--- src/rtl/mips_pkg.sv ---
////////////////////////////////////////////////////////////////////////////
// mips_pkg
// Shared widths, reset values and encodings for the five-stage
// MIPS32 subset pipeline.
////////////////////////////////////////////////////////////////////////////
`default_nettype none

package mips_pkg;

    localparam int data_w     = 32;
    localparam int reg_addr_w = 5;
    localparam int reg_num    = 32;

    localparam logic [data_w-1:0] pc_step  = 32'd4;   // one word per fetch
    localparam logic [data_w-1:0] pc_reset = 32'h0000_0000;
    localparam logic [data_w-1:0] nop_inst = 32'h0000_0000;

    // primary opcode field, inst[31:26]
    typedef enum logic [5:0] {
        op_special = 6'b000000,
        op_addiu   = 6'b001001,
        op_andi    = 6'b001100,
        op_ori     = 6'b001101,
        op_xori    = 6'b001110,
        op_lui     = 6'b001111
    } opcode_e;

    // function field for op_special, inst[5:0]
    typedef enum logic [5:0] {
        fn_mfhi  = 6'b010000,
        fn_mthi  = 6'b010001,
        fn_mflo  = 6'b010010,
        fn_mtlo  = 6'b010011,
        fn_multu = 6'b011001,
        fn_addu  = 6'b100001,
        fn_subu  = 6'b100011,
        fn_and   = 6'b100100,
        fn_or    = 6'b100101,
        fn_xor   = 6'b100110
    } funct_e;

    typedef enum logic [3:0] {
        alu_nop,
        alu_add,
        alu_sub,
        alu_and,
        alu_or,
        alu_xor,
        alu_lui,
        alu_multu,
        alu_mfhi,
        alu_mflo,
        alu_mthi,
        alu_mtlo
    } alu_op_e;

endpackage

`default_nettype wire
--- src/rtl/regfile.sv ---
////////////////////////////////////////////////////////////////////////////
// regfile
// 32 x 32 general register file, two read ports and one write port.
// Register zero reads as zero; a read of the register being written
// returns the write data in the same cycle.
////////////////////////////////////////////////////////////////////////////
`default_nettype none

module regfile import mips_pkg::*; (
    input  wire                    clk,
    input  wire                    rst_n_i,
    input  wire                    we_i,
    input  wire   [reg_addr_w-1:0] waddr_i,
    input  wire   [data_w-1:0]     wdata_i,
    input  wire                    re1_i,
    input  wire   [reg_addr_w-1:0] raddr1_i,
    input  wire                    re2_i,
    input  wire   [reg_addr_w-1:0] raddr2_i,
    output logic  [data_w-1:0]     rdata1_o,
    output logic  [data_w-1:0]     rdata2_o
);

    logic [data_w-1:0] regs [1:reg_num-1];

    always_ff @(posedge clk or negedge rst_n_i) begin
        if (!rst_n_i) begin
            for (int i = 1; i < reg_num; i++) begin
                regs[i] <= '0;
            end
        end else if (we_i && waddr_i != '0) begin
            regs[waddr_i] <= wdata_i;
        end
    end

    function automatic logic [data_w-1:0] read_port(
        input logic                  re,
        input logic [reg_addr_w-1:0] raddr
    );
        if (!re || raddr == '0)
            return '0;
        if (we_i && raddr == waddr_i)
            return wdata_i;        // write-through from writeback
        return regs[raddr];
    endfunction

    always_comb begin
        rdata1_o = read_port(re1_i, raddr1_i);
        rdata2_o = read_port(re2_i, raddr2_i);
    end

endmodule

`default_nettype wire

--- config.mk ---
export PLATFORM = sky130hd
export DESIGN_NAME = regfile
export DESIGN_NICKNAME = d
export VERILOG_FILES = /design/src/rtl/mips_pkg.sv /design/src/rtl/regfile.sv
export SDC_FILE = /design/constraint.sdc
export NUM_CORES = 2
export LEC_CHECK = 0
export ABC_CLOCK_PERIOD_IN_PS = 3200
export BUFFER_PORTS_ARGS = -buffer_cell sky130_fd_sc_hd__clkbuf_2
export CAP_MARGIN = 20
export CORE_ASPECT_RATIO = 0.9
export CORE_MARGIN = 5
export CORE_UTILIZATION = 34
export DETAILED_ROUTE_END_ITERATION = 12
export PLACE_DENSITY = 0.45
export SLEW_MARGIN = 25
export SYNTH_ARGS = -nofsm -noshare
export SYNTH_HDL_FRONTEND = slang
export SYNTH_SLANG_ARGS = --single-unit
export TNS_END_PERCENT = 100
--- constraint.sdc ---
create_clock -name clk -period 3.2 [get_ports clk]
set_clock_uncertainty 0.15 [all_clocks]
set_input_delay 0.64 -clock clk [delete_from_list [all_inputs] [get_ports clk]]
set_output_delay 0.64 -clock clk [all_outputs]
set_load 0.02 [all_outputs]
==> results.sh <==
export IMPL_status="finished with violations"
export IMPL_violations="negative setup slack"
export IMPL_synth_top_area_share_pct=45.8
export IMPL_r2r_end="regs[608]"
export IMPL_arrival_ps=2700
export IMPL_core_area_sq_um=159000
export IMPL_cp_start_kind="input port"
export IMPL_grt_use_total_pct=25.6
export IMPL_clock_latency_ps=740
export IMPL_yosysWarnings=0
export IMPL_layout_cells_non_filler=6395
export IMPL_p_leak_nw=30.2
export IMPL_synth_commonest_cells="mux2_2 (1094), dfrtp_1 (992), mux4_2 (372)"
export IMPL_critPathMaxFanout=8
export IMPL_r2r_start="regs[608]"
export IMPL_die_h_microns=389
export IMPL_die_width_microns=431
export IMPL_post_route_period_util_pct=109
export IMPL_nets=4237
export IMPL_top_register="regs"
export IMPL_drv_slew=0
export IMPL_period_minus_slack_ps=3490
export IMPL_grt_max_degree=113
export IMPL_antenna_found_initial=10
export IMPL_cts_made_buffers=116
export IMPL_hold_class="in -> reg"
export IMPL_via_per_inst=5.85
export IMPL_route_detailed_drc=0
export IMPL_yosysMostFrequentCell="mux2_2"
export IMPL_yosysTopAreaCell="dfrtp_1"
export IMPL_max_freq_mhz=287
export IMPL_drive_above_1_share_pct=63.4
export IMPL_place_inst=6051
export IMPL_rsz0062_at_grt="true"
export IMPL_reg_top3="regs x992"
export IMPL_critPathMaxStageDelay_ps=380
export IMPL_die_area_sq_um=167000
export IMPL_layout_setup_ws_ps=-289
export IMPL_setup_viol=64
export IMPL_worst_pin_slew_ps=813
export IMPL_firstDrtPassIters=5
export IMPL_syn_inst=3686
export IMPL_synth_main_ff_cell="dfrtp_1"
export IMPL_hold_start="wdata_i[7]"
export IMPL_root_buffer="clkbuf_16"
export IMPL_wirelength_microns=217000
export IMPL_criticalPathCategory="in -> out"
export IMPL_hpwl_microns=143000
export IMPL_pre_cts_ws_ps=-984
export IMPL_ys_top_cells_by_area="dfrtp_1 (46%), mux2_2 (23%), mux4_2 (15%)"
export IMPL_r2r_cells=3
export IMPL_clkSinkCount=992
export IMPL_relSlewSlack_pct=45.8
export IMPL_grt_overflow_total=0
export IMPL_htree_levels=3
export IMPL_r2r_slack_ps=2040
export IMPL_slowest_stage="or3_4"
export IMPL_start_util_pct=34.1
export IMPL_cts_tree="yes"
export IMPL_hold_slack_ps=154
export IMPL_power_density_nw_per_um2=580
export IMPL_grt_pass1_wl_microns=307000
export IMPL_synth_seq_cells=992
export IMPL_end_kind="output port"
export IMPL_min_to="regs[103]"
export IMPL_synth_cell_types=62
export IMPL_hold_viol=0
export IMPL_core_rowCount=139
export IMPL_synth_edf_count=0
export IMPL_worstPathRequired_ps=2410
export IMPL_pin_count=116
export IMPL_wire_per_inst_microns=34.0
export IMPL_crit_path_frequent_cell="buf_12"
export IMPL_num_vias=37400
export IMPL_cap_violations=0
export IMPL_final_antenna_net_count=0
export IMPL_area_growth_pct=28.2
export IMPL_grt_pass1_vias=38500
export IMPL_fillers=14400
export IMPL_synth_nets=3738
export IMPL_async_flop_share_pct=100
export IMPL_largest_register_ffs=992
export IMPL_syn_area_per_cell_sq_um=14.7
export IMPL_place_gp_congestion=0.814
export IMPL_io_buffers=115
export IMPL_cts_path_max_buffers=3
export IMPL_peakVddDrop_uv=438
export IMPL_synth_seq_area_share_pct=45.8
export IMPL_path_cells="buf_12 > buf_12 > or3_4 > o31ai_4 > a31o_4 > clkbuf_16 > a31oi_1 > a32o_2 > buf_6"
export IMPL_worstHoldPathCells=2
export IMPL_clkTransAtPathRegs_ps=60
export IMPL_netlist_area_sq_um=54200
export IMPL_drt_iter0_markers=2923
## critical path, delay by kind of cell
kind	cells	cell delay, ps
AO/OA/AOI/OAI	4	980
buffers and inverters	4	670
AND/OR/NAND/NOR	1	380
## metal layers
layer	part of all wire, %	track usage (%)	vias to the layer above
met3	5.0	3.90	317
met4	3.2	6.82	2
li1	-	-	15400
met2	47	41.1	1066
met1	45	36.2	20600
met5	0.0060	0	-
## report_power, final
group          total, mW  internal [mW]  switching [mW]
logic               9.78           5.73            4.05
registers           16.8           15.0            1.81
clock network       13.7           8.00            5.69
## layout make-up
| class | count | area, sq um | share of cell area, % |
|---|---|---|---|
| Inverter | 2 | 7.51 | 0.0108 |
| Timing Repair Buffer | 778 | 9050 | 13.0 |
| Clock inverter | 30 | 344 | 0.496 |
| Clock buffer | 181 | 3530 | 5.09 |
| Multi-Input combinational cell | 2295 | 29000 | 41.8 |
| Sequential cell | 992 | 24800 | 35.8 |
| Antenna cell | 2 | 5.00 | 0.00721 |
| Tap cell | 2115 | 2650 | 3.81 |
## metrics by stage
stage                     cell area (sq um)  setup TNS (ps)  power [mW]  util [%]
after detailed placement              61300          -22160        25.6      38.6
after CTS                             68400          -11400        40.3      43.1
after global routing                  69400          -13580        42.0      43.7
after global placement                61300          -22610        25.5      38.6
after floorplan                       54200               0        22.3         -
final                                 69400          -11700        40.3      43.7
## logic make-up after synthesis
logic type | after synthesis | share of synthesized area [%]
mux | 1673 | 42.8
flops | 992 | 45.8
simple gates | 232 | 2.09
buf+inv | 399 | 3.88
compound gates | 380 | 5.18
xor+xnor | 10 | 0.162
## worst max path at each step
stage	cells after the start	startpoint	slack, ps	endpoint
global placement	10	raddr1_i[1]	-1020	rdata1_o[9]
floorplan	9	raddr2_i[0]	40	rdata2_o[10]
detailed placement	10	raddr1_i[1]	-980	rdata1_o[9]
global route	13	raddr2_i[0]	-310	rdata2_o[22]
finish	9	raddr1_i[4]	-290	rdata1_o[0]
CTS	6	regs[617]	-270	rdata1_o[9]
## cell usage in the layout (no fill, tap or decap), drive strengths merged, types with 8 or more instances in the layout
cell / netlist / routed
o21ai: 40 / 40
a32o: 14 / 14
clkbuf: 145 / 242
nor2b: 23 / 23
mux2: 1094 / 1094
nand3: 12 / 12
a22o: 21 / 21
mux4: 399 / 399
a211o: 14 / 14
a2111oi: 13 / 13
o221ai: 8 / 8
a31oi: 8 / 8
a22oi: 51 / 51
nand2b: 9 / 9
o32ai: 9 / 9
nor3b: 8 / 8
a221o: 15 / 15
nor2: 54 / 54
dfrtp: 992 / 992
a211oi: 29 / 29
nand2: 81 / 81
or2: 9 / 9
mux2i: 180 / 180
o22ai: 75 / 75
clkinv: 0 / 22
nor3: 17 / 17
buf: 250 / 710
a21oi: 28 / 28
a221oi: 37 / 37
## repair_timing
item | 4_1_cts | 5_1_grt
endpoints found under the hold margin | 28 | 0
hold buffers | 1 | 0
resized for setup | 458 | 210
buffers inserted | 93 | 46
endpoints found under the setup margin | 64 | 64
pin swaps | 89 | 79
gates cloned | 16 | 3
No activity file was read; power rests on OpenSTA's default activity.
