<file path="src/rtl/mips_pkg.sv">
////////////////////////////////////////////////////////////////////////////
// mips_pkg
// Shared widths, reset values and encodings for the five-stage
// MIPS32 subset pipeline.
////////////////////////////////////////////////////////////////////////////
`default_nettype none

package mips_pkg;

    localparam int data_w     = 32;
    localparam int reg_addr_w = 5;
    localparam int reg_num    = 32;

    localparam logic [data_w-1:0] pc_step  = 32'd4;   // one word per fetch
    localparam logic [data_w-1:0] pc_reset = 32'h0000_0000;
    localparam logic [data_w-1:0] nop_inst = 32'h0000_0000;

    // primary opcode field, inst[31:26]
    typedef enum logic [5:0] {
        op_special = 6'b000000,
        op_addiu   = 6'b001001,
        op_andi    = 6'b001100,
        op_ori     = 6'b001101,
        op_xori    = 6'b001110,
        op_lui     = 6'b001111
    } opcode_e;

    // function field for op_special, inst[5:0]
    typedef enum logic [5:0] {
        fn_mfhi  = 6'b010000,
        fn_mthi  = 6'b010001,
        fn_mflo  = 6'b010010,
        fn_mtlo  = 6'b010011,
        fn_multu = 6'b011001,
        fn_addu  = 6'b100001,
        fn_subu  = 6'b100011,
        fn_and   = 6'b100100,
        fn_or    = 6'b100101,
        fn_xor   = 6'b100110
    } funct_e;

    typedef enum logic [3:0] {
        alu_nop,
        alu_add,
        alu_sub,
        alu_and,
        alu_or,
        alu_xor,
        alu_lui,
        alu_multu,
        alu_mfhi,
        alu_mflo,
        alu_mthi,
        alu_mtlo
    } alu_op_e;

endpackage

`default_nettype wire
</file>
<file path="src/rtl/execute_stage.sv">
////////////////////////////////////////////////////////////////////////////
// execute_stage
// Decode/execute pipeline register and the ALU: add, subtract, logic,
// LUI, unsigned 32x32 multiply and HI/LO moves. HI/LO is forwarded
// from the memory and writeback stages.
////////////////////////////////////////////////////////////////////////////
`default_nettype none

module execute_stage import mips_pkg::*; (
    input  wire                    clk,
    input  wire                    rst_n_i,
    input  var alu_op_e            alu_op_i,
    input  wire   [data_w-1:0]     op1_i,
    input  wire   [data_w-1:0]     op2_i,
    input  wire   [reg_addr_w-1:0] waddr_i,
    input  wire                    we_i,
    input  wire   [data_w-1:0]     hi_i,
    input  wire   [data_w-1:0]     lo_i,
    input  wire                    mem_whilo_i,
    input  wire   [data_w-1:0]     mem_hi_i,
    input  wire   [data_w-1:0]     mem_lo_i,
    input  wire                    wb_whilo_i,
    input  wire   [data_w-1:0]     wb_hi_i,
    input  wire   [data_w-1:0]     wb_lo_i,
    output logic                   ex_we_o,
    output logic  [reg_addr_w-1:0] ex_waddr_o,
    output logic  [data_w-1:0]     ex_wdata_o,
    output logic                   whilo_o,
    output logic  [data_w-1:0]     hi_o,
    output logic  [data_w-1:0]     lo_o
);

    alu_op_e               alu_op_q;
    logic                  we_q;
    logic [data_w-1:0]     op1_q;
    logic [data_w-1:0]     op2_q;
    logic [reg_addr_w-1:0] waddr_q;
    logic [data_w-1:0]     hi_fwd;
    logic [data_w-1:0]     lo_fwd;
    logic [2*data_w-1:0]   prod;

    // decode/execute register
    always_ff @(posedge clk or negedge rst_n_i) begin
        if (!rst_n_i) begin
            alu_op_q <= alu_nop;
            we_q     <= 1'b0;
        end else begin
            alu_op_q <= alu_op_i;
            we_q     <= we_i;
        end
    end

    always_ff @(posedge clk) begin
        op1_q   <= op1_i;
        op2_q   <= op2_i;
        waddr_q <= waddr_i;
    end

    // newest pending hi/lo wins
    assign hi_fwd = mem_whilo_i ? mem_hi_i : (wb_whilo_i ? wb_hi_i : hi_i);
    assign lo_fwd = mem_whilo_i ? mem_lo_i : (wb_whilo_i ? wb_lo_i : lo_i);

    assign prod = {{data_w{1'b0}}, op1_q} * {{data_w{1'b0}}, op2_q};   // unsigned

    always_comb begin
        case (alu_op_q)
            alu_add:  ex_wdata_o = op1_q + op2_q;
            alu_sub:  ex_wdata_o = op1_q - op2_q;
            alu_and:  ex_wdata_o = op1_q & op2_q;
            alu_or:   ex_wdata_o = op1_q | op2_q;
            alu_xor:  ex_wdata_o = op1_q ^ op2_q;
            alu_lui:  ex_wdata_o = {op2_q[15:0], 16'h0000};
            alu_mfhi: ex_wdata_o = hi_fwd;
            alu_mflo: ex_wdata_o = lo_fwd;
            default:  ex_wdata_o = '0;
        endcase
    end

    always_comb begin
        whilo_o = 1'b0;
        hi_o    = hi_fwd;
        lo_o    = lo_fwd;
        case (alu_op_q)
            alu_multu: begin
                whilo_o = 1'b1;
                hi_o    = prod[2*data_w-1:data_w];
                lo_o    = prod[data_w-1:0];
            end
            alu_mthi: begin
                whilo_o = 1'b1;
                hi_o    = op1_q;       // lo keeps forwarded value
            end
            alu_mtlo: begin
                whilo_o = 1'b1;
                lo_o    = op1_q;
            end
            default: ;
        endcase
    end

    assign ex_we_o    = we_q;
    assign ex_waddr_o = waddr_q;

endmodule

`default_nettype wire

</file>
<file path="config.mk">
export PLATFORM = sky130hd
export DESIGN_NAME = execute_stage
export DESIGN_NICKNAME = d
export VERILOG_FILES = /design/src/rtl/mips_pkg.sv /design/src/rtl/execute_stage.sv
export SDC_FILE = /design/constraint.sdc
export NUM_CORES = 2
export LEC_CHECK = 0
export CAP_MARGIN = 30
export CORE_UTILIZATION = 55
export CTS_CLUSTER_DIAMETER = 80
export CTS_CLUSTER_SIZE = 12
export DETAILED_ROUTE_END_ITERATION = 8
export DONT_BUFFER_PORTS = 1
export PLACE_DENSITY_LB_ADDON = 0.25
export SKIP_LAST_GASP = 1
export SLEW_MARGIN = 10
export SYNTH_ARGS = -nofsm -noshare
export SYNTH_HDL_FRONTEND = slang
export SYNTH_SLANG_ARGS = --single-unit
</file>
<file path="constraint.sdc">
create_clock -name clk -period 10.07 [get_ports clk]
set_input_delay 1.007 -clock clk [delete_from_list [all_inputs] [get_ports clk]]
set_output_delay 1.007 -clock clk [all_outputs]
set_load 0.01 [all_outputs]
</file>
==> metrics.md <==
| Metric | Value |
|---|---|
| Run status | completed |
| Die W | 270.6 um |
| Clk buf depth | 2 |
| Placed Instances | 5623 |
| Post-DP Area | 41620 um^2 |
| Die footprint | 73240 um^2 |
| Layout area overhead | 6.078% |
| Final ANT Viol Nets | 0 |
| Type of the most critical hold path | input pin to async pin |
| Shortest period the worst path allows | 9933 ps |
| Placer Congestion | 1.090 |
| Initial Utilization | 0.5552 |
| TritonCTS buffer count | 9 |
| Overflow after GRT | 0 |
| Total Routing Usage GR | 0.4647 |
| Period utilization | 0.9864 |
| Row Count | 98 |
| Asr flop ratio synth | 0.06757 |
| Worst-Margin Slew | 1099 ps |
| CP max stage cell | fa_1 |
| Maxcap violations | 0 |
| Most used cell, CP | fa_1 |
| Top FF cell, synth | dfxtp_1 |
| Die Y | 270.6 um |
| Area leader, netlist | fa_1 |
| Layout Nets | 6218 |
| Startpoint Class | flip-flop |
| First-pass GRT wire length | 243.0 mm |
| Post-synthesis cell area | 39690 um^2 |
| Max Fclk | 0.1007 GHz |
| Via/cell ratio | 6.244 |
| Worst EP required | 9060 ps |
| Setup WS pre-CTS | 472.7 ps |
| Commonest cells post-synth | 919 x inv_1, 897 x fa_1, 717 x nor2_1 |
| Synth Register Bits | 74 |
| DP Wirelength | 139.0 mm |
| Post-synth EDFFs | 0 |
| Most numerous cell in the Yosys netlist | inv_1 |
| Slew HR | 0.2676 |
| Avg Inst Size Synth | 8.382 um^2 |
| Share of cells above drive strength 1 | 0.06323 |
| Final WS setup | 136.5 ps |
| Largest net degree at the start of global routing | 129 |
| Vias in the first global route | 36033 |
| Sink Count | 74 |
| IO Port Bufs | 0 |
| I/O pin total | 373 |
| Mapped Cells | 4735 |
| Worst Setup End Kind | output pin |
| Core Area | 71490 um^2 |
| Clock root cell | clkbuf_16 |
| Final hold vios | 0 |
| Routed WL per cell | 29.63 um |
| Clk slew on worst S/H paths | 80 ps |
| Vias | 35375 |
| Remaining DRCs | 0 |
| Fin cells | 5665 |
| Cell variety after synth | 73 |
| Net Count, Synth | 6261 |
| Worst EP arrival | 8930 ps |
| Cell area after layout | 42100 um^2 |
| WS Path Type | flip-flop to output pin |
| Max-slew violation count | 0 |
| DRT Wirelength | 167.8 mm |
| Crit-path max FO | 20 |
| Top post-synthesis cells by area | fa_1 45%, ha_1 11%, inv_1 8.7%, nor2_1 6.8%, nand2_1 5.3% |
| DRT iter0 DRCs | 4341 |
| H-tree levels | 3 |
| Antenna violations before repair | 32 |
| Count of final setup violators | 0 |
| CTS tree | built |
| Post-synthesis sequential area ratio | 0.03795 |
| Syn. warnings | 0 |
| Critical path's largest stage delay | 570 ps |
| Post-synth top area share | 0.4524 |
| Detailed Routing Iterations Pass 1 | 8 |
critical path, delay by kind of cell (launching register included):
| family | cells | cell delay, ps |
|---|---|---|
| flip-flops | 1 | 320 |
| AO/OA/AOI/OAI | 6 | 1790 |
| buffers and inverters | 6 | 1120 |
| adder cells (fa/ha/maj) | 9 | 4200 |
| AND/OR/NAND/NOR | 4 | 930 |
| XOR/XNOR | 1 | 160 |
cell families (layout without fill, tap and decap cells):
kind of cell | Yosys count | in the layout | share of synthesized area
other | 0 | 18 | 0
adder cells (fa/ha/maj) | 1256 | 1256 | 0.5656
multiplexers | 67 | 67 | 0.01690
XOR/XNOR | 118 | 118 | 0.02604
buffers and inverters | 1231 | 1193 | 0.1170
flip-flops | 74 | 74 | 0.03795
AO/OA/AOI/OAI | 579 | 579 | 0.09378
AND/OR/NAND/NOR | 1410 | 1410 | 0.1427
timing repair:
item | 4_1_cts | 5_1_grt
hold endpoints to repair | 0 | 0
gates resized for setup | 0 | 19
hold buffers | 0 | 0
buffers inserted | 0 | 8
endpoints found under the setup margin | 0 | 16
metal layers:
layer  routed length [um]  share of wire  vias to the layer above  global-route usage
met4                13600          0.081                       34              0.3072
met3                22200           0.13                      674              0.1622
met1                58580           0.35                    17724              0.5654
met2                73240           0.44                     2515              0.6984
li1                     -              -                    14428                   -
met5                  208         0.0012                        -                   0
state kept, by name, indices dropped and copies added, names as in the netlist:
| name | cells |
|---|---|
| op1_q | 32 |
| ex_waddr_o | 5 |
| alu_op_q | 4 |
| op2_q | 32 |
| ex_we_o | 1 |
how the worst max path moves through the flow:
stage                 startpoint  endpoint  slack [ps]  cells past startpoint
2_1_floorplan   op2_q[8]$_DFF_P_  hi_o[29]        1360                     28
3_3_place_gp   op2_q[19]$_DFF_P_  hi_o[26]         550                     26
3_5_place_dp   op2_q[12]$_DFF_P_  hi_o[30]         470                     23
4_1_cts        op2_q[12]$_DFF_P_  hi_o[30]          20                     23
5_1_grt         op2_q[5]$_DFF_P_  hi_o[27]         -30                     26
6_report        op2_q[5]$_DFF_P_  hi_o[27]         140                     26
final cells by class:
class                           count  area, um^2
Multi-Input combinational cell   3430       33590
Fill cell                        6464       29380
Inverter                          943        3577
Timing Repair Buffer              234        1882
Sequential cell                    74        1511
Tap cell                          950        1189
Clock buffer                        9       225.2
Clock inverter                      7       83.83
Antenna cell                       18       45.04
per-stage QoR:
step,setup TNS [ps],util,hold slack [ps]
2_1_floorplan,0,-,711.4
3_3_place_gp,0,0.5820,711.7
3_5_place_dp,0,0.5822,711.7
4_1_cts,0,0.5866,298.1
5_1_grt,-25.62,0.5885,298.6
6_report,0,0.5890,298.9
layout by cell type (no fill, tap or decap), types with 35 or more instances in the layout:
| cell | count |
|---|---|
| inv_1 | 915 |
| a21o_1 | 41 |
| a211oi_1 | 35 |
| nor2_1 | 714 |
| ha_1 | 358 |
| o21ai_0 | 126 |
| nand2_1 | 562 |
| a21oi_1 | 161 |
| fa_1 | 897 |
| mux2i_1 | 67 |
| o221ai_1 | 56 |
| buf_4 | 224 |
| xnor2_1 | 84 |
| dfxtp_1 | 65 |
Power is not shown: default switching activity piles up to over one toggle a cycle in this logic, so the estimate is an artifact.
