### config.mk
export PLATFORM = sky130hd
export DESIGN_NAME = decode_stage
export DESIGN_NICKNAME = d
export VERILOG_FILES = /design/src/rtl/mips_pkg.sv /design/src/rtl/decode_stage.sv
export SDC_FILE = /design/constraint.sdc
export NUM_CORES = 1
export LEC_CHECK = 0
export CORE_AREA = 2 2 101 103
export DETAILED_ROUTE_END_ITERATION = 7
export DIE_AREA = 0 0 103 105
export DONT_BUFFER_PORTS = 1
export PLACE_DENSITY = 0.43
export SLEW_MARGIN = 15
export SYNTH_ARGS = -nofsm -noshare
export SYNTH_HDL_FRONTEND = slang
export SYNTH_SLANG_ARGS = --single-unit
### constraint.sdc
create_clock -name vclk -period 3.55
set_clock_uncertainty 0.1 [all_clocks]
set_input_delay 0.5325 -clock vclk [all_inputs]
set_output_delay 0.5325 -clock vclk [all_outputs]
set_load 0.05 [all_outputs]
### src/rtl/mips_pkg.sv
////////////////////////////////////////////////////////////////////////////
// mips_pkg
// Shared widths, reset values and encodings for the five-stage
// MIPS32 subset pipeline.
////////////////////////////////////////////////////////////////////////////
`default_nettype none

package mips_pkg;

    localparam int data_w     = 32;
    localparam int reg_addr_w = 5;
    localparam int reg_num    = 32;

    localparam logic [data_w-1:0] pc_step  = 32'd4;   // one word per fetch
    localparam logic [data_w-1:0] pc_reset = 32'h0000_0000;
    localparam logic [data_w-1:0] nop_inst = 32'h0000_0000;

    // primary opcode field, inst[31:26]
    typedef enum logic [5:0] {
        op_special = 6'b000000,
        op_addiu   = 6'b001001,
        op_andi    = 6'b001100,
        op_ori     = 6'b001101,
        op_xori    = 6'b001110,
        op_lui     = 6'b001111
    } opcode_e;

    // function field for op_special, inst[5:0]
    typedef enum logic [5:0] {
        fn_mfhi  = 6'b010000,
        fn_mthi  = 6'b010001,
        fn_mflo  = 6'b010010,
        fn_mtlo  = 6'b010011,
        fn_multu = 6'b011001,
        fn_addu  = 6'b100001,
        fn_subu  = 6'b100011,
        fn_and   = 6'b100100,
        fn_or    = 6'b100101,
        fn_xor   = 6'b100110
    } funct_e;

    typedef enum logic [3:0] {
        alu_nop,
        alu_add,
        alu_sub,
        alu_and,
        alu_or,
        alu_xor,
        alu_lui,
        alu_multu,
        alu_mfhi,
        alu_mflo,
        alu_mthi,
        alu_mtlo
    } alu_op_e;

endpackage

`default_nettype wire
### src/rtl/decode_stage.sv
////////////////////////////////////////////////////////////////////////////
// decode_stage
// Instruction decoder: maps opcode/function to an ALU operation,
// extends the immediate and picks operands, forwarding from the
// execute and memory stages ahead of register file data.
////////////////////////////////////////////////////////////////////////////
`default_nettype none

module decode_stage import mips_pkg::*; (
    input  wire   [data_w-1:0]     inst_i,
    input  wire   [data_w-1:0]     rdata1_i,
    input  wire   [data_w-1:0]     rdata2_i,
    input  wire                    ex_we_i,
    input  wire   [reg_addr_w-1:0] ex_waddr_i,
    input  wire   [data_w-1:0]     ex_wdata_i,
    input  wire                    mem_we_i,
    input  wire   [reg_addr_w-1:0] mem_waddr_i,
    input  wire   [data_w-1:0]     mem_wdata_i,
    output logic                   re1_o,
    output logic  [reg_addr_w-1:0] raddr1_o,
    output logic                   re2_o,
    output logic  [reg_addr_w-1:0] raddr2_o,
    output alu_op_e                alu_op_o,
    output logic  [data_w-1:0]     op1_o,
    output logic  [data_w-1:0]     op2_o,
    output logic  [reg_addr_w-1:0] waddr_o,
    output logic                   we_o
);

    logic                  reg_form;
    logic                  wr;
    logic [data_w-1:0]     imm;

    always_comb begin
        case (inst_i[31:26])
            op_ori:   alu_op_o = alu_or;
            op_andi:  alu_op_o = alu_and;
            op_xori:  alu_op_o = alu_xor;
            op_addiu: alu_op_o = alu_add;
            op_lui:   alu_op_o = alu_lui;
            op_special: begin
                case (inst_i[5:0])
                    fn_addu:  alu_op_o = alu_add;
                    fn_subu:  alu_op_o = alu_sub;
                    fn_and:   alu_op_o = alu_and;
                    fn_or:    alu_op_o = alu_or;
                    fn_xor:   alu_op_o = alu_xor;
                    fn_multu: alu_op_o = alu_multu;
                    fn_mfhi:  alu_op_o = alu_mfhi;
                    fn_mflo:  alu_op_o = alu_mflo;
                    fn_mthi:  alu_op_o = alu_mthi;
                    fn_mtlo:  alu_op_o = alu_mtlo;
                    default:  alu_op_o = alu_nop;
                endcase
            end
            default:  alu_op_o = alu_nop;    // unknown encodings
        endcase
    end

    assign reg_form = inst_i[31:26] == op_special;

    // only addiu sign extends
    assign imm = (inst_i[31:26] == op_addiu) ? {{16{inst_i[15]}}, inst_i[15:0]}
                                             : {16'h0000, inst_i[15:0]};

    assign re1_o = !(alu_op_o inside {alu_nop, alu_lui, alu_mfhi, alu_mflo});
    assign re2_o = reg_form &&
                   (alu_op_o inside {alu_add, alu_sub, alu_and, alu_or, alu_xor, alu_multu});
    assign wr    = alu_op_o inside {alu_add, alu_sub, alu_and, alu_or, alu_xor,
                                    alu_lui, alu_mfhi, alu_mflo};

    assign raddr1_o = inst_i[25:21];
    assign raddr2_o = inst_i[20:16];
    assign waddr_o  = reg_form ? inst_i[15:11] : inst_i[20:16];
    assign we_o     = wr && waddr_o != '0;    // $0 is never written

    // execute result first, then memory stage, then register file
    function automatic logic [data_w-1:0] pick_operand(
        input logic                  re,
        input logic [reg_addr_w-1:0] raddr,
        input logic [data_w-1:0]     rdata
    );
        if (re && ex_we_i && ex_waddr_i == raddr)
            return ex_wdata_i;
        if (re && mem_we_i && mem_waddr_i == raddr)
            return mem_wdata_i;
        return rdata;
    endfunction

    assign op1_o = pick_operand(re1_o, raddr1_o, rdata1_i);
    assign op2_o = reg_form ? pick_operand(re2_o, raddr2_o, rdata2_i) : imm;

endmodule

`default_nettype wire

==> summary.md <==
- Post-Layout Inst Area: 0.00400 sq mm
- Yosys warnings: 0
- endpoints failing hold: 0
- fraction of the yosys area taken by sequential cells: 0%
- final worst-path cycle share: 95.9%
- Max stage delay on crit path: 0.35 ns
- Pins Over Slew Limit: 0
- area of the multi-input gates: 0.00261 sq mm
- largest family of logic cells by synthesized area: compound AO/OA/AOI/OAI gates
- average wire length per cell after detail routing: 20.8 microns
- area share of the leading cell type in the synthesized netlist: 25.9%
- tightest slew margin relative to the limit: 76.5%
- Crit Path Class: input port to output pin
- Top-Level Pins: 258
- adder and majority gate portion of the synthesized area: 0%
- most instantiated library cell after synthesis: sky130_fd_sc_hd__mux2i_1
- Avg Synthesized Cell Area: 7.02 sq um
- last weighted congestion value of the routability-driven placer: 0.864
- worst-case setup margin in the final layout: 0.146 ns
- final setup violation count: 0
- Leakage Power: 1.73 nW
- most frequent CP cell: sky130_fd_sc_hd__buf_12
- worst setup slack before clock tree synthesis: 0.0867 ns
- starting DRC count in detailed routing: 103
- seq_cells: 0
- total power divided by cell area: 105 mW/mm^2
- Chip Width: 103 microns
- endpoint required time on the critical path: 2.92 ns
- net count reported at finish: 584
- kind of start point of the critical path: input port
- Peak VDD IR: 0.0000516 V
- area share of xor/xnor cells in the synthesized design: 7.31%
- Post-Synthesis Cell Area: 0.00251 sq mm
- HPWL after DPL: 9260 microns
- cells taking the most area after synthesis: sky130_fd_sc_hd__mux2i_1 (26%), sky130_fd_sc_hd__o211ai_2 (13%), sky130_fd_sc_hd__nand2_1 (8.1%), sky130_fd_sc_hd__a21oi_1 (7.4%), sky130_fd_sc_hd__nor2_1 (6.6%)
- buffer count from post-CTS setup fixing: 0
- final WL: 11300 microns
- routed vias/inst: 5.42
- max-cap violations: 0
- floorplan die area: 0.0108 sq mm
- maximum number of pins on one net before global-route repair: 39
- worst slew pin tran: 0.352 ns
- post-place instance area: 0.00397 sq mm
- worst path cell trace: nor4b_1 -> o31a_1 -> o21ai_0 -> o22a_2 -> inv_2 -> o22a_1 -> o21ai_4 -> buf_12 -> mux2i_1 -> a21oi_4 -> buf_12
- final antenna diode count: 0
- number of gates resized after cts: 0
- global-route wire length before repair: 16000 microns
- CP max-delay cell: sky130_fd_sc_hd__mux2i_1
- Core Area: 0.00964 sq mm
- combined global-route utilization of all metal layers: 18.5%
- Post-Syn Instances: 358
- sequential standard cell area: 0 sq um
- share of post-route cells with drive strength above 1: 40.7%
- post-synthesis mux area share: 26.3%
- number of buffers added to fix hold violations after cts: 0
- setup repair after global routing missed its margin: false
- area share of and/or/nand/nor cells after synthesis: 25.6%
- leftover overflow at the end of global routing: 0
- Unique masters post-synth: 42
- overall via count from detail_route: 2944
- initial standard-cell utilization of the core: 26.1%
- outcome: finished, final reports clean
- iteration count of the initial detailed-routing pass: 4
- count of input and output buffers: 0
- number of routed nets with antenna violations: 0
- filler cell count: 1008
- arrival time worst endpoint: 2.77 ns
- area fraction in compound gates after synthesis: 29.9%
- number of global-route vias before repair: 2983
- number of antenna violations at the first check in global routing: 0
- number of DRC violations after detailed routing: 0
- number of nets produced by synthesis: 530
- P&R area growth vs syn: 59.2%
- cell accounting for the most synthesized area: sky130_fd_sc_hd__mux2i_1
- final critical path time including I/O delays and setup: 3.40 ns
- Worst Hold Class: input port to output pin
- element type at the critical path end: output pin
- Hold Slack: 0.965 ns
- highest fanout seen on the critical path: 32
- clock buffer count in the final layout: 0
- count of standard-cell rows: 36
- highest attainable clock frequency: 294 MHz
- die boundary height: 105 microns
- most used standard cells in the synthesized netlist: sky130_fd_sc_hd__mux2i_1 (65), sky130_fd_sc_hd__nand2_1 (54), sky130_fd_sc_hd__nor2_1 (44)
-- kinds of logic after synthesis --
kind of cell	count (synthesis)
buffers and inverters	41
xor gates and xnor gates	21
muxes	66
and+or+nand+nor	141
AOI/OAI and AO/OA	89
-- metrics by stage --
stage | total power [W] | TNS (ns) | util, % | std cells
final | 0.000419 | 0 | 41.5 | 543
after global routing | 0.000438 | 0 | 41.5 | 543
after CTS | 0.000422 | 0 | 41.2 | 542
after detailed placement | 0.000421 | 0 | 41.2 | 542
after global placement | 0.000418 | 0 | 41.2 | 542
after floorplan | 0.000310 | -1.10 | - | 358
-- worst paths after layout --
check | start | to | slack [ns] | cells past startpoint
worst max-delay path | inst_i[5] | op1_o[13] | 0.15 | 11
worst min-delay path | inst_i[21] | raddr1_o[0] | 0.97 | 0
-- routing by layer --
| layer | track usage, % | wire length, microns | up-vias |
|---|---|---|---|
| li1 | - | - | 1398 |
| met1 | 21.7 | 4270 | 1378 |
| met2 | 35.2 | 5860 | 164 |
| met3 | 3.41 | 1120 | 4 |
| met4 | 1.60 | 53 | 0 |
| met5 | 0 | 0 | - |
-- layout make-up --
type                       count  area share, %
multi-input combinational    317           65.1
timing repair buffer          90           30.4
tap                          133           4.16
inverter                       3          0.281
-- power by group --
group	total (W)	internal (W)	leakage, nW	switching (W)
Combinational	0.000419	0.000181	1.73	0.000239
Sequential	0	0	0	0
Clock	0	0	0	0
Total	0.000419	0.000181	1.73	0.000239
-- cells in the final DEF (no fill, tap or decap), types with 3 or more instances in the layout --
cell,count
sky130_fd_sc_hd__mux2i_1,65
sky130_fd_sc_hd__o211ai_2,26
sky130_fd_sc_hd__nand3_1,21
sky130_fd_sc_hd__a21oi_4,24
sky130_fd_sc_hd__and3_1,4
sky130_fd_sc_hd__nor4b_1,4
sky130_fd_sc_hd__o211ai_1,6
sky130_fd_sc_hd__nor2_1,43
sky130_fd_sc_hd__xnor2_1,8
sky130_fd_sc_hd__a21oi_2,9
sky130_fd_sc_hd__nor4_1,3
sky130_fd_sc_hd__xor2_1,13
sky130_fd_sc_hd__nand2_1,54
sky130_fd_sc_hd__buf_12,42
sky130_fd_sc_hd__a21oi_1,4
sky130_fd_sc_hd__buf_4,47
-- worst max-delay path, delay by kind of cell --
| kind | cells | cell delay, ns |
|---|---|---|
| AO/OA/AOI/OAI | 6 | 1.25 |
| buffers and inverters | 3 | 0.44 |
| multiplexers | 1 | 0.35 |
| AND/OR/NAND/NOR | 1 | 0.12 |
No activity file was read; power rests on OpenSTA's default activity.
