File: config.mk
export PLATFORM = sky130hd
export DESIGN_NAME = fetch_stage
export DESIGN_NICKNAME = d
export VERILOG_FILES = /design/src/rtl/mips_pkg.sv /design/src/rtl/fetch_stage.sv
export SDC_FILE = /design/constraint.sdc
export NUM_CORES = 1
export LEC_CHECK = 0
export BUFFER_PORTS_ARGS = -buffer_cell sky130_fd_sc_hd__clkbuf_2
export CAP_MARGIN = 20
export CORE_AREA = 2 2 93 95
export CTS_BUF_LIST = sky130_fd_sc_hd__clkbuf_2
export CTS_CLUSTER_DIAMETER = 50
export DETAILED_ROUTE_END_ITERATION = 16
export DIE_AREA = 0 0 95 97
export PLACE_DENSITY = 0.7
export SLEW_MARGIN = 0
export SYNTH_ARGS = -nofsm -noshare
export SYNTH_HDL_FRONTEND = slang
export SYNTH_SLANG_ARGS = --single-unit
File: constraint.sdc
create_clock -name clk -period 2.11 [get_ports clk]
set_input_delay 0.211 -clock clk [delete_from_list [all_inputs] [get_ports clk]]
set_output_delay 0.211 -clock clk [all_outputs]
set_load 0.01 [all_outputs]
File: src/rtl/mips_pkg.sv
////////////////////////////////////////////////////////////////////////////
// mips_pkg
// Shared widths, reset values and encodings for the five-stage
// MIPS32 subset pipeline.
////////////////////////////////////////////////////////////////////////////
`default_nettype none

package mips_pkg;

    localparam int data_w     = 32;
    localparam int reg_addr_w = 5;
    localparam int reg_num    = 32;

    localparam logic [data_w-1:0] pc_step  = 32'd4;   // one word per fetch
    localparam logic [data_w-1:0] pc_reset = 32'h0000_0000;
    localparam logic [data_w-1:0] nop_inst = 32'h0000_0000;

    // primary opcode field, inst[31:26]
    typedef enum logic [5:0] {
        op_special = 6'b000000,
        op_addiu   = 6'b001001,
        op_andi    = 6'b001100,
        op_ori     = 6'b001101,
        op_xori    = 6'b001110,
        op_lui     = 6'b001111
    } opcode_e;

    // function field for op_special, inst[5:0]
    typedef enum logic [5:0] {
        fn_mfhi  = 6'b010000,
        fn_mthi  = 6'b010001,
        fn_mflo  = 6'b010010,
        fn_mtlo  = 6'b010011,
        fn_multu = 6'b011001,
        fn_addu  = 6'b100001,
        fn_subu  = 6'b100011,
        fn_and   = 6'b100100,
        fn_or    = 6'b100101,
        fn_xor   = 6'b100110
    } funct_e;

    typedef enum logic [3:0] {
        alu_nop,
        alu_add,
        alu_sub,
        alu_and,
        alu_or,
        alu_xor,
        alu_lui,
        alu_multu,
        alu_mfhi,
        alu_mflo,
        alu_mthi,
        alu_mtlo
    } alu_op_e;

endpackage

`default_nettype wire
File: src/rtl/fetch_stage.sv
////////////////////////////////////////////////////////////////////////////
// fetch_stage
// Program counter and ROM chip enable, plus the fetch/decode
// pipeline register. A zero word is passed on while the ROM is off.
////////////////////////////////////////////////////////////////////////////
`default_nettype none

module fetch_stage import mips_pkg::*; (
    input  wire                clk,
    input  wire                rst_n_i,
    input  wire   [data_w-1:0] rom_data_i,
    output logic  [data_w-1:0] rom_addr_o,
    output logic               rom_ce_o,
    output logic  [data_w-1:0] id_pc_o,
    output logic  [data_w-1:0] id_inst_o
);

    logic [data_w-1:0] pc;
    logic              ce;

    always_ff @(posedge clk or negedge rst_n_i) begin
        if (!rst_n_i) begin
            ce <= 1'b0;
            pc <= pc_reset;
        end else begin
            ce <= 1'b1;            // rom on one cycle after release
            if (ce) begin
                pc <= pc + pc_step;
            end else begin
                pc <= pc_reset;
            end
        end
    end

    // fetch/decode register
    always_ff @(posedge clk or negedge rst_n_i) begin
        if (!rst_n_i) begin
            id_inst_o <= nop_inst;
        end else begin
            id_inst_o <= ce ? rom_data_i : nop_inst;
        end
    end

    always_ff @(posedge clk) begin
        id_pc_o <= pc;
    end

    assign rom_addr_o = pc;
    assign rom_ce_o   = ce;

endmodule

`default_nettype wire

==> metrics.csv, run 1 <==
metric,value,unit
met2 Use GR,27.2,%
crit path max fanout,13,
Max Clock Freq,502,MHz
met3 usage,4.98,%
first-pass GRT wire length,12.1,mm
Worst setup SP type,flop,
Global Route Usage Sum,16.8,%
busiest layer in global routing,met2,
DR vias/cell,4.75,
# diodes,0,
final period utilization,94.4,%
Yosys cell types,32,
worst slew pin tran,773,ps
Routed wire per std cell,13.7,um
Post-Place Cells,488,
relative slew slack,48.1,%
"top cells by area, synth","dfrtp_1, dfxtp_1, and2_1",
crit path max-delay cell type,dfrtp_1,
clock sink count,93,
Worst Hold Class,primary input to asynchronous set/reset pin,
Clock Tree Buf Depth,2,
CP bufs+invs,0,
initial antenna violation count,0,
port buffer count,126,
Core Region,8130,um^2
Post-Syn Instances,263,
filler instances,705,
endpoint class of the critical path,flop,
GR Util met1,21.4,%
Pwr Density,657,nW/um^2
"Min Clock Period, post-route",1990,ps
RR Endpoint,rom_addr_o[26],
Post-CTS Setup Repair Bufs,0,
post-route ant nets,0,
Syn Area/Cell,12.2,um^2
R2R depth,5,
total wire length,7.38,mm
routability cong.,0.820,
largest stage delay on the critical path,480,ps
number of core rows,33,
Commonest cells post-synth,"dfrtp_1, and2_1, dfxtp_1",
Clock transition at path regs,220,ps
leakage power,2.16,nW
chip height,97,um
main flop type after synthesis,dfrtp_1,
initial cell density of the core,39.4,%
pin count of the biggest net entering global routing,39,
Post-synth ARST share,67.7,%
RSZ-0062 raised after global routing,no,
max_cap viols,0,
drt first-iter violations,106,
Post-Route Setup TNS,0,ps
"Gates resized, CTS repair",0,
Vias,2553,
Ys Warns,0,
endpoints failing setup,0,
vias in the first global route,2530,
Setup Crit Path Kind,flop to flop,
crit path DAT,2410,ps
share of cells above drive strength 1,34.5,%
CTS HTree Levels,3,
Final Max Tran Viols,0,
Setup Skew,24.4,ps
outcome,completed,
required time worst endpoint,2530,ps
CTS tree,done,
Yosys reg bits,93,
# DRC,0,
die width,95,um
post-DP HPWL,4.89,mm
"Net count, final",462,
multi-input logic area,962,um^2
global route total overflow,0,
Mapped Area,3210,um^2
worst-path cell chain,ha_1 > nand3_2 > or3_4 > or4_1 > a21oi_1,
"EDFF count, synth",0,
clock root cell,clkbuf_2,
Top Family by Delay on Critical Path,simple AND/OR/NAND/NOR gates,
area grow syn2layout,37.2,%
Worst R2R Setup Slack,120,ps
Ports,131,
first-pass iteration count of the detailed router,4,
Finished Layout Cells,537,
"count leader, synth",dfrtp_1,
VDD IR max,357,uV
total CTS buffers,9,
Yosys top cell area share,49.1,%
FF+latch area,2180,um^2
"Hold Violations, Final",0,
Post-CTS Hold Fix Bufs,33,
cell taking the most area after synthesis,dfrtp_1,
worst reg2reg path startpoint,rom_addr_o[3],
die area,9220,um^2
sequential share of the synthesized area,67.9,%
clock latency on the worst-skew pair,510,ps
## state kept, by name (all words and copies together), names as in the netlist
signal / flops
id_inst_o: 32
rom_ce_o: 1
id_pc_o: 30
rom_addr_o: 30
## where the power goes
| group | internal [mW] | switching (mW) | leakage, nW |
|---|---|---|---|
| clock | 0.277 | 0.559 | 0.0710 |
| sequential | 1.82 | 0.0172 | 1.08 |
| combinational | 0.114 | 0.109 | 1.00 |
| total | 2.21 | 0.685 | 2.16 |
## how the worst max path moves through the flow
stage,from,depth (start not counted),endpoint,slack (ps)
final,rom_addr_o[3],5,rom_addr_o[26],120
after global routing,rom_addr_o[3],5,rom_addr_o[26],40
after CTS,rom_addr_o[3],5,rom_addr_o[26],120
after detailed placement,rom_addr_o[3],5,rom_addr_o[26],170
after global placement,rom_addr_o[3],5,rom_addr_o[26],230
after floorplan,rom_addr_o[2],6,rom_addr_o[30],160
## worst reg2reg max path: stages (launching register included)
cell and delay [ps]:
dfrtp_1 480, ha_1 230, nand3_2 100, or3_4 480
or4_1 480, a21oi_1 150
## placed cells by master, fill, tap and decap left out, types with 5 or more instances in the layout
| cell type | Yosys | routed |
|---|---|---|
| nor2_1 | 14 | 14 |
| dlygate4sd3_1 | 0 | 33 |
| dfxtp_1 | 30 | 30 |
| dfrtp_1 | 63 | 63 |
| a21oi_1 | 13 | 13 |
| xor2_1 | 7 | 7 |
| and4_1 | 7 | 7 |
| nand4_1 | 9 | 9 |
| conb_1 | 2 | 5 |
| or3_1 | 10 | 10 |
| nand3_1 | 10 | 10 |
| xnor2_1 | 6 | 6 |
| nand2_1 | 8 | 8 |
| clkbuf_2 | 0 | 137 |
| o21ai_0 | 10 | 10 |
| and2_1 | 34 | 34 |
| buf_4 | 4 | 5 |
## layout make-up
class                      instances  share of cell area (%)
timing repair buffer             165                    23.1
tap                              105                    2.98
clock buffer                      11                    1.25
sequential                        93                    49.4
multi-input combinational        156                    21.9
clock inverter                     5                    1.17
inverter                           2                   0.171
## metrics by stage
step | hold WS (ps) | total power [mW] | setup WS [ps] | instance area, um^2 | utilization, %
after floorplan | -84.6 | 1.94 | 157 | 3220 | -
after global placement | 282 | 2.04 | 233 | 3970 | 48.8
after detailed placement | 288 | 2.04 | 174 | 3970 | 48.8
after CTS | 221 | 2.92 | 122 | 4400 | 54.1
after global routing | 251 | 3.03 | 36.8 | 4400 | 54.1
final | 249 | 2.89 | 119 | 4400 | 54.1
## cell families (layout without fill, tap and decap cells)
family | after synthesis | count (layout) | share of synthesized area, %
compound gates | 30 | 30 | 5.38
flops | 93 | 93 | 67.9
fa+ha+maj | 1 | 1 | 0.390
other cells | 2 | 5 | 0.234
buf+inv | 17 | 183 | 2.50
simple gates | 107 | 107 | 20.1
xor+xnor | 13 | 13 | 3.55
## layer usage
layer / vias to the layer above / wire length, um
met5: - / 0
met4: 0 / 73
met2: 103 / 3740
li1: 1221 / -
met3: 7 / 517
met1: 1222 / 3050
Power figures use the tool's default switching activity.
==> run 2, diff against run 1 <==
==> constraint.sdc (replaced) <==
create_clock -name clk -period 2.11 [get_ports clk]
set_input_delay 0.1055 -clock clk [delete_from_list [all_inputs] [get_ports clk]]
set_output_delay 0.1055 -clock clk [all_outputs]
set_load 0.01 [all_outputs]
==> metrics.csv, run 2 (synthesis results as in run 1) <==
metric,value,unit
outcome,completed,
"Hold Violations, Final",0,
Worst Hold Class,primary input to asynchronous set/reset pin,
crit path DAT,2420,ps
Routed wire per std cell,13.9,um
clock latency on the worst-skew pair,540,ps
pin count of the biggest net entering global routing,39,
R2R depth,5,
VDD IR max,288,uV
relative slew slack,48.7,%
global route total overflow,0,
most frequent cells in the layout,"clkbuf_2, dfrtp_1, and2_1",
post-route ant nets,0,
sequential share of power,62.7,%
Ports,131,
Pwr Density,664,nW/um^2
design area,4410,um^2
share of cells above drive strength 1,34.7,%
die area,9220,um^2
endpoints failing setup,0,
number of core rows,33,
multi-input logic area,962,um^2
die width,95,um
max FFs per register,32,
post-DP HPWL,4.82,mm
overall power,2.93,mW
Reg with most FFs,id_inst_o,
Setup Skew,40.0,ps
CTS tree,done,
crit path max fanout,13,
vias in the first global route,2487,
Final Max Tran Viols,0,
Max Clock Freq,507,MHz
chip height,97,um
Clock Power Share,29.7,%
RR Endpoint,rom_addr_o[26],
# diodes,0,
Worst R2R Setup Slack,140,ps
# DRC,0,
Int Pwr,2.21,mW
routability cong.,0.816,
max_cap viols,0,
initial antenna violation count,0,
placed inst area,3970,um^2
first-pass GRT wire length,12.3,mm
endpoint class of the critical path,flop,
"Net count, final",462,
area grow syn2layout,37.5,%
Global Route Usage Sum,17.2,%
worst slew pin tran,764,ps
"Min Clock Period, post-route",1970,ps
Core Region,8130,um^2
drt first-iter violations,117,
NetSw,0.720,mW
Vias,2540,
clock root cell,clkbuf_2,
Post-Route Setup TNS,0,ps
port buffer count,126,
Worst setup SP type,flop,
clock sink count,93,
RSZ-0062 raised after global routing,no,
final period utilization,93.5,%
power share of the combinational group,7.7,%
Setup Crit Path Kind,flop to flop,
"Gates resized, CTS repair",0,
total wire length,7.46,mm
"most common cell after layout, fill and taps aside",clkbuf_2,
initial cell density of the core,39.4,%
Clock transition at path regs,230,ps
total CTS buffers,9,
required time worst endpoint,2560,ps
worst reg2reg path startpoint,rom_addr_o[3],
FF+latch area,2180,um^2
DR vias/cell,4.73,
switch share,24.6,%
first-pass iteration count of the detailed router,4,
Clock Tree Buf Depth,2,
CTS HTree Levels,3,
leakage power,2.16,nW
filler instances,704,
run 2: worst max-delay path by stage:
stage	startpoint	to	slack [ps]
floorplan	rom_addr_o[2]	rom_addr_o[30]	160
global placement	rom_addr_o[3]	rom_addr_o[26]	230
detailed placement	rom_addr_o[3]	rom_addr_o[26]	180
CTS	rom_addr_o[3]	rom_addr_o[26]	120
global route	rom_addr_o[3]	rom_addr_o[26]	20
finish	rom_addr_o[3]	rom_addr_o[26]	140
run 2: layout make-up:
cell class,instances,area share (%)
flip-flops and latches,93,49.4
multi-input cells,156,21.8
well taps,105,2.98
inverters,2,0.170
clock inverters,6,1.45
clock buffers,10,1.13
repair buffers,165,23.1
run 2: power groups by stage:
stage	Clock, mW	Combinational [mW]	Sequential (mW)
finish	0.869	0.225	1.84
global route	0.980	0.251	1.84
CTS	0.913	0.226	1.84
detailed placement	0	0.179	1.87
global placement	0	0.176	1.86
floorplan	0	0.0489	1.89
run 2: repair_timing:
action / in CTS / in global routing
hold buffers: 33 / 0
hold endpoints to repair: 59 / 0
setup buffers: 0 / 0
run 2: layer usage:
layer	track usage, %	share of wire (%)	vias up
li1	-	-	1222
met1	22.0	42	1200
met2	26.5	49	104
met3	4.98	7.1	14
met4	8.47	1.9	0
met5	0	0	-
run 2: worst max-delay path, stage by stage, from the launching register on:
cell	delay, ps
dfrtp_1	470
ha_1	230
nand3_2	90
or3_4	470
or4_1	480
a21oi_1	150
run 2: per-stage QoR:
stage | cells | util, % | worst slack (ps) | hold WS (ps)
after floorplan | 266 | - | 157 | -190
after global placement | 488 | 48.8 | 234 | 175
after detailed placement | 488 | 48.8 | 178 | 184
after CTS | 537 | 54.2 | 124 | 72.1
after global routing | 537 | 54.2 | 15.2 | 133
final | 537 | 54.2 | 137 | 109
