[config.mk]
export PLATFORM = sky130hd
export DESIGN_NAME = writeback_stage
export DESIGN_NICKNAME = d
export VERILOG_FILES = /design/src/rtl/mips_pkg.sv /design/src/rtl/writeback_stage.sv
export SDC_FILE = /design/constraint.sdc
export NUM_CORES = 1
export LEC_CHECK = 0
export BUFFER_PORTS_ARGS = -buffer_cell sky130_fd_sc_hd__buf_2
export CORE_AREA = 2 2 145 147
export DETAILED_ROUTE_END_ITERATION = 12
export DIE_AREA = 0 0 147 149
export PLACE_DENSITY = 0.65
export REMOVE_ABC_BUFFERS = 1
export SYNTH_ARGS = -nofsm -noshare
export SYNTH_HDL_FRONTEND = slang
export SYNTH_SLANG_ARGS = --single-unit
export TNS_END_PERCENT = 100
[constraint.sdc]
create_clock -name clk -period 1.65 [get_ports clk]
set_clock_uncertainty 0.2 [all_clocks]
set_input_delay 0.0825 -clock clk [delete_from_list [all_inputs] [get_ports clk]]
set_output_delay 0.0825 -clock clk [all_outputs]
set_load 0.01 [all_outputs]
[src/rtl/mips_pkg.sv]
////////////////////////////////////////////////////////////////////////////
// mips_pkg
// Shared widths, reset values and encodings for the five-stage
// MIPS32 subset pipeline.
////////////////////////////////////////////////////////////////////////////
`default_nettype none

package mips_pkg;

    localparam int data_w     = 32;
    localparam int reg_addr_w = 5;
    localparam int reg_num    = 32;

    localparam logic [data_w-1:0] pc_step  = 32'd4;   // one word per fetch
    localparam logic [data_w-1:0] pc_reset = 32'h0000_0000;
    localparam logic [data_w-1:0] nop_inst = 32'h0000_0000;

    // primary opcode field, inst[31:26]
    typedef enum logic [5:0] {
        op_special = 6'b000000,
        op_addiu   = 6'b001001,
        op_andi    = 6'b001100,
        op_ori     = 6'b001101,
        op_xori    = 6'b001110,
        op_lui     = 6'b001111
    } opcode_e;

    // function field for op_special, inst[5:0]
    typedef enum logic [5:0] {
        fn_mfhi  = 6'b010000,
        fn_mthi  = 6'b010001,
        fn_mflo  = 6'b010010,
        fn_mtlo  = 6'b010011,
        fn_multu = 6'b011001,
        fn_addu  = 6'b100001,
        fn_subu  = 6'b100011,
        fn_and   = 6'b100100,
        fn_or    = 6'b100101,
        fn_xor   = 6'b100110
    } funct_e;

    typedef enum logic [3:0] {
        alu_nop,
        alu_add,
        alu_sub,
        alu_and,
        alu_or,
        alu_xor,
        alu_lui,
        alu_multu,
        alu_mfhi,
        alu_mflo,
        alu_mthi,
        alu_mtlo
    } alu_op_e;

endpackage

`default_nettype wire
[src/rtl/writeback_stage.sv]
////////////////////////////////////////////////////////////////////////////
// writeback_stage
// Execute/memory and memory/writeback pipeline registers, and the
// committed HI/LO pair. The memory stage holds no memory access.
////////////////////////////////////////////////////////////////////////////
`default_nettype none

module writeback_stage import mips_pkg::*; (
    input  wire                    clk,
    input  wire                    rst_n_i,
    input  wire                    ex_we_i,
    input  wire   [reg_addr_w-1:0] ex_waddr_i,
    input  wire   [data_w-1:0]     ex_wdata_i,
    input  wire                    ex_whilo_i,
    input  wire   [data_w-1:0]     ex_hi_i,
    input  wire   [data_w-1:0]     ex_lo_i,
    output logic                   mem_we_o,
    output logic  [reg_addr_w-1:0] mem_waddr_o,
    output logic  [data_w-1:0]     mem_wdata_o,
    output logic                   mem_whilo_o,
    output logic  [data_w-1:0]     mem_hi_o,
    output logic  [data_w-1:0]     mem_lo_o,
    output logic                   wb_we_o,
    output logic  [reg_addr_w-1:0] wb_waddr_o,
    output logic  [data_w-1:0]     wb_wdata_o,
    output logic                   wb_whilo_o,
    output logic  [data_w-1:0]     wb_hi_o,
    output logic  [data_w-1:0]     wb_lo_o,
    output logic  [data_w-1:0]     hi_o,
    output logic  [data_w-1:0]     lo_o
);

    always_ff @(posedge clk or negedge rst_n_i) begin
        if (!rst_n_i) begin
            mem_we_o    <= 1'b0;
            mem_whilo_o <= 1'b0;
            wb_we_o     <= 1'b0;
            wb_whilo_o  <= 1'b0;
            hi_o        <= '0;
            lo_o        <= '0;
        end else begin
            mem_we_o    <= ex_we_i;
            mem_whilo_o <= ex_whilo_i;
            wb_we_o     <= mem_we_o;
            wb_whilo_o  <= mem_whilo_o;
            if (wb_whilo_o) begin     // hi/lo commit
                hi_o <= wb_hi_o;
                lo_o <= wb_lo_o;
            end
        end
    end

    // payload of both stages
    always_ff @(posedge clk) begin
        mem_waddr_o <= ex_waddr_i;
        mem_wdata_o <= ex_wdata_i;
        mem_hi_o    <= ex_hi_i;
        mem_lo_o    <= ex_lo_i;
        wb_waddr_o  <= mem_waddr_o;
        wb_wdata_o  <= mem_wdata_o;
        wb_hi_o     <= mem_hi_o;
        wb_lo_o     <= mem_lo_o;
    end

endmodule

`default_nettype wire

==> results of run 1 <==
per-stage QoR:
stage | instance area, sq um | utilization (%) | total power, uW | setup TNS [ps] | setup WS [ps]
final | 11900 | 58.1 | 15200 | 0 | 170
after floorplan | 6690 | - | 7810 | -90690 | -1500
after CTS | 11900 | 58.0 | 15300 | 0 | 153
after detailed placement | 9000 | 43.8 | 8510 | 0 | 196
after global placement | 9000 | 43.8 | 8490 | 0 | 216
after global routing | 11900 | 58.1 | 15800 | 0 | 145
worst paths after layout:
path                             start      endpoint  slack, ps  depth (start not counted)
setup / recovery            wb_whilo_o      hi_o[18]        170                          3
hold / removal             ex_hi_i[26]  mem_hi_o[26]         10                          2
setup reg to reg            wb_whilo_o      hi_o[18]        170                          3
hold reg to reg            mem_hi_o[1]    wb_hi_o[1]        150                          0
max in group asynchronous      rst_n_i      lo_o[11]        430                          4
min in group asynchronous      rst_n_i      hi_o[25]        430                          3
registers in the layout, summed over array words and instances, names as in the netlist, 5 cells and up:
signal       count
wb_hi_o         32
wb_waddr_o       5
hi_o            32
mem_waddr_o      5
mem_wdata_o     32
wb_wdata_o      32
lo_o            32
mem_hi_o        32
mem_lo_o        32
wb_lo_o         32
layer usage:
metal | vias up | wire [microns] | GRT usage (%)
met2 | 251 | 11000 | 34.5
met1 | 2400 | 7700 | 20.3
met4 | 0 | 609 | 6.44
li1 | 2315 | - | -
met3 | 51 | 1490 | 4.28
met5 | - | 0 | 0
cell type report:
class	count	area (sq um)	area share [%]
timing repair buffer	576	3920	32.9
sequential	270	5750	48.2
tap	275	344	2.88
clock inverter	8	70.1	0.587
multi-input combinational	64	946	7.92
clock buffer	41	906	7.59
repair_timing:
item	in CTS	in global routing
gates resized for setup	0	0
setup endpoints to repair	1	0
endpoints found under the hold margin	171	1
hold buffers	191	1
setup buffers	5	0
cell usage after synthesis, drive strengths merged:
master,count
dfxtp,202
dfrtp,68
mux2,64
buf,7
cell families (layout without fill, tap and decap cells):
logic type | after synthesis | count (layout)
buffers and inverters | 7 | 625
muxes | 64 | 64
DFF | 270 | 270
worst reg2reg max path, stage by stage, from the launching register on:
cell,delay [ps]
dfrtp_4,510
buf_4,160
buf_12,160
mux2_4,340
report_power, final:
part	switching (uW)	total, uW	internal, uW
registers	234	7210	6980
clock network	2500	6450	3950
logic	656	1570	913
==> metrics.md, run 1 <==
| Metric | Value |
|---|---|
| Power Density | ~1300 mW/mm^2 |
| CP cell instances | buf_4 -> buf_12 -> mux2_4 |
| Vias in the first global route | 5,525 |
| Outcome | finished clean |
| Tmin final | 1480 ps |
| Mux contribution to synthesized area | 13.9% |
| # rows | 53 |
| Post-Synthesis Cells | 341 |
| Relative slew slack | 65.9% |
| Placed Cells | 989 |
| Hold WC Path Type | in -> reg |
| Deepest clock path buffer count | 3 |
| CP max stage cell | dfrtp_4 |
| Antenna diodes | 0 |
| Total track usage | a little under a fifth |
| Final Hold Fails | 0 |
| Post-synthesis simple-gate area fraction | 0% |
| Nets | 1,044 |
| Initial antenna violation count | 0 |
| Die Area | 0.0219 sq mm |
| Largest cells by area after synthesis | dfxtp_1 (59%), dfrtp_1 (25%), mux2_4 (13%) |
| Fmax | ~680 MHz |
| Die Y | 149 microns |
| First-pass GRT wire length | 31,400 microns |
| Most frequent cells in the layout | buf_2 (373), dfxtp_1 (202), dlygate4sd3_1 (192), dfrtp_1 (67), mux2_4 (60) |
| Syn avg cell area | between 20 and 25 sq um |
| CP Class | reg -> reg |
| Yosys reg bits | 270 |
| Gr ovfl total | 0 |
| Initial Utilization | 33.2% |
| Remaining DRCs | 0 |
| Max stage delay on crit path | 510 ps |
| Maximum VDD drop | approximately 0.96 mV |
| CP Capture Type | flip-flop |
| Complex-gate fraction of the synthesized area | 0% |
| Vias | 5,017 |
| Mapped Area | 0.00682 sq mm |
| Largest net degree at the start of global routing | 42 |
| Post-synth top area share | 59.3% |
| Wirelength per Cell | 16.8 microns |
| Required time worst endpoint | 1850 ps |
| Commonest non-fill, non-tap cell in the layout | buf_2 |
| Top Ports | roughly 380 |
| First drt pass iteration count | 4 |
| ANT nets after route | 0 |
| H-tree levels | 1 |
| Post-Synth XOR/XNOR Area | 0% |
| Port bufs | roughly 370 |
| Worst-Skew Late Latency | 520 ps |
| Worst slew pin tran | 509 ps |
| Family with the most delay on the worst path | flip-flops |
| CTS sink count | 270 |
| Post-Layout Cell Count | ~1.2k |
| Leakage | 0.00583 uW |
| Vias/cell | between 4 and 5 |
| Max-cap viol count | 0 |
| Register area share after synthesis | 84.2% |
| Largest family of logic cells by synthesized area | multiplexers |
| Synth-to-Final Area Change | 74.9% |
| Core area | roughly 0.02 sq mm |
| Post-DP HPWL | between 10,000 and 15,000 microns |
| CP startpoint kind | flip-flop |
| Final worst-path cycle share | roughly 90% |
| Clk pin slew, worst setup/hold paths | roughly 60 ps |
| Arrival time worst endpoint | roughly 1700 ps |
| YS warnings | 0 |
| Hold Slack | 10.2 ps |
| Yosys top cell by area | dfxtp_1 |
| CTS tree | yes |
| RD Place Congestion | 0.738 |
| Initial DRC Count | 88 |
| Die Width | 147 microns |
| # fillers | about 1.5k |
| RSZ-0062 raised after global routing | false |
| Post-synthesis adder-cell area fraction | 0% |
| CTS Root Cell | clkbuf_16 |
| Num CTS Buffers | 27 |
| Final setup fails | 0 |
| Post-synthesis cell type count | 6 |
| CP bufs+invs | 2 |
| Final Slew Violations | 0 |
| Layout cells sized above 1 | 51.6% |
| Crit Path Max Fanout | 22 |
| WL final | 20,800 microns |
(Power assumes the default switching activity.)
==> inputs of run 2 (changes only) <==
- PLACE_DENSITY: 0.65 -> 0.62
==> metrics.md, run 2 (synthesized netlist as in run 1, its figures left out) <==
| Metric | Value |
|---|---|
| Switch share | 22.4% (+0.15 points) |
| Worst r2r src | wb_whilo_o |
| Power Density | 1240 mW/mm^2 (-2.5%) |
| Top Ports | 375 (unchanged) |
| Max-cap viol count | 0 (unchanged) |
| Nets | 1,050 (+0.57%) |
| Pre-CTS setup slack | 173 ps (-23.2 ps) |
| DP Area | 0.00899 sq mm (about the same) |
| CP Class | reg -> out |
| CTS sink count | 270 (unchanged) |
| Deepest clock path buffer count | 3 (unchanged) |
| Finished Core Util | 58.0% (-0.085 points) |
| Tmin final | 1550 ps (+73.8 ps) |
| Required time worst endpoint | 1370 ps (-480 ps) |
| Critical path launch point | wb_whilo_o |
| Crit Path Max Fanout | 4 (-82%) |
| Port bufs | 374 (unchanged) |
| Vias/cell | 4.00 (-1.6%) |
| Final setup fails | 0 (unchanged) |
| Gr ovfl total | 0 (unchanged) |
| Vias | 4,961 (-1.1%) |
| Hold Crit Start | ex_hi_i[25] |
| Final Hold Fails | 0 (unchanged) |
| # rows | 53 (unchanged) |
| First drt pass iteration count | 4 (unchanged) |
| Die Width | 147 microns (unchanged) |
| Outcome | finished clean |
| Num CTS Buffers | 27 (unchanged) |
| Relative slew slack | 63.5% (-2.4 points) |
| Combinational share of power | 10.6% (+0.3 points) |
| Layout cells sized above 1 | 51.3% (-0.32 points) |
| Die Y | 149 microns (unchanged) |
| Commonest non-fill, non-tap cell in the layout | buf_2 |
| Sequential Power Share | 48.6% (+1.3 points) |
| Post-DP HPWL | 12,300 microns (-0.68%) |
| WL final | 20,300 microns (-2.2%) |
| Setup TNS | 0 ps (unchanged) |
| Final Slew Violations | 0 (unchanged) |
| CTS tree | yes |
| Share of total power in the clock network | 40.8% (-1.6 points) |
| CP startpoint kind | flip-flop |
| Leakage | 0.00583 uW (about the same) |
| Largest net degree at the start of global routing | 36 (-14%) |
| Antenna diodes | 0 (unchanged) |
| Reg2reg setup slack | 130 ps (-40 ps) |
| Most frequent cells in the layout | buf_2 (373), dfxtp_1 (202), dlygate4sd3_1 (198), dfrtp_1 (67), mux2_4 (60) |
| Initial antenna violation count | 0 (unchanged) |
| CTS Root Cell | clkbuf_16 |
| Core area | 0.0206 sq mm (unchanged) |
| Remaining DRCs | 0 (unchanged) |
| Initial Utilization | 33.2% (unchanged) |
| Int Pwr | 11,500 uW (-2.9%) |
| Vias in the first global route | 5,381 (-2.6%) |
| Net load switching power | 3330 uW (-2.0%) |
| Worst slew pin tran | 546 ps (+36.5 ps) |
| Arrival time worst endpoint | 1270 ps (-410 ps) |
| Hold WC Path Type | in -> reg |
| Initial DRC Count | 104 (+18%) |
| Wirelength per Cell | 16.4 microns (-2.7%) |
| First-pass GRT wire length | 30,400 microns (-3.3%) |
| Fmax | 643 MHz (-4.8%) |
| Total track usage | 17.8% (-0.51 points) |
| Synth-to-Final Area Change | 74.7% |
| H-tree levels | 1 (unchanged) |
| Die Area | 0.0219 sq mm (unchanged) |
| Final worst-path cycle share | 94.2% (+4.5 points) |
| Post-route cell area | 0.0119 sq mm (-0.15%) |
| RD Place Congestion | 0.729 (-1.2%) |
| CP Capture Type | primary output |
| Maximum VDD drop | 0.848 mV (-12%) |
| RSZ-0062 raised after global routing | false |
| Worst-Skew Late Latency | 510 ps (about the same) |
| Final setup margin | 95.9 ps (-73.8 ps) |
| Clk pin slew, worst setup/hold paths | 60 ps (about the same) |
| ANT nets after route | 0 (unchanged) |
## run 2: cell count changes in the layout (fill, tap and decap cells not counted), sizes merged
cell | before | now
clkinvlp | 2 | 0
clkinv | 5 | 8
dlygate4sd3 | 192 | 198
clkbuf | 41 | 40
## run 2: per-stage QoR
stage               std cells  hold slack (ps)  total power [uW]
finish                   1240             10.6             14800
CTS                      1236             2.17             14900
floorplan                 334             -413              7810
global placement          988             -250              8490
detailed placement        988             -254              8510
global route             1240             2.72             15400
## run 2: cell type report
type                       count  area [sq um]
tap                          275           344
clock buffer                  40           825
multi-input combinational     64           946
timing repair buffer         582          3980
fill                        1539          8640
sequential                   270          5750
clock inverter                 9          73.8
## run 2: per-layer routing
metal	wire length [microns]	part of all wire (%)	track usage, %	vias to the layer above
met5	0	0	0	-
met4	694	3.4	6.83	0
met3	1750	8.6	5.60	50
met2	10400	51	32.6	259
met1	7450	37	19.3	2323
li1	-	-	-	2329
## run 2: worst paths after layout
path                                 to  cells after the start
setup / recovery             wb_whilo_o                      2
hold / removal             mem_hi_o[25]                      2
setup reg to reg               lo_o[24]                      3
hold reg to reg              wb_lo_o[4]                      0
max in group asynchronous      mem_we_o                      4
min in group asynchronous       lo_o[3]                      3
## run 2: what timing repair did
action | 4_1_cts | 5_1_grt
setup buffers | 2 | 3
endpoints found under the setup margin | 1 | 1
gates resized for setup | 1 | 2
cloned | 0 | 0
endpoints found under the hold margin | 171 | 1
hold buffers | 197 | 1
## run 2: power by group through the flow
stage                     Combinational [uW]  Sequential, uW  Clock, uW
after floorplan                          274            7540          0
after global placement                  1160            7330          0
after detailed placement                1180            7330          0
after CTS                               1540            7200       6130
after global routing                    1670            7250       6470
final                                   1570            7200       6040
## run 2: critical path: stages, from the launching register on
cell and delay [ps]:
dfrtp_4 490, buf_12 130, buf_2 130
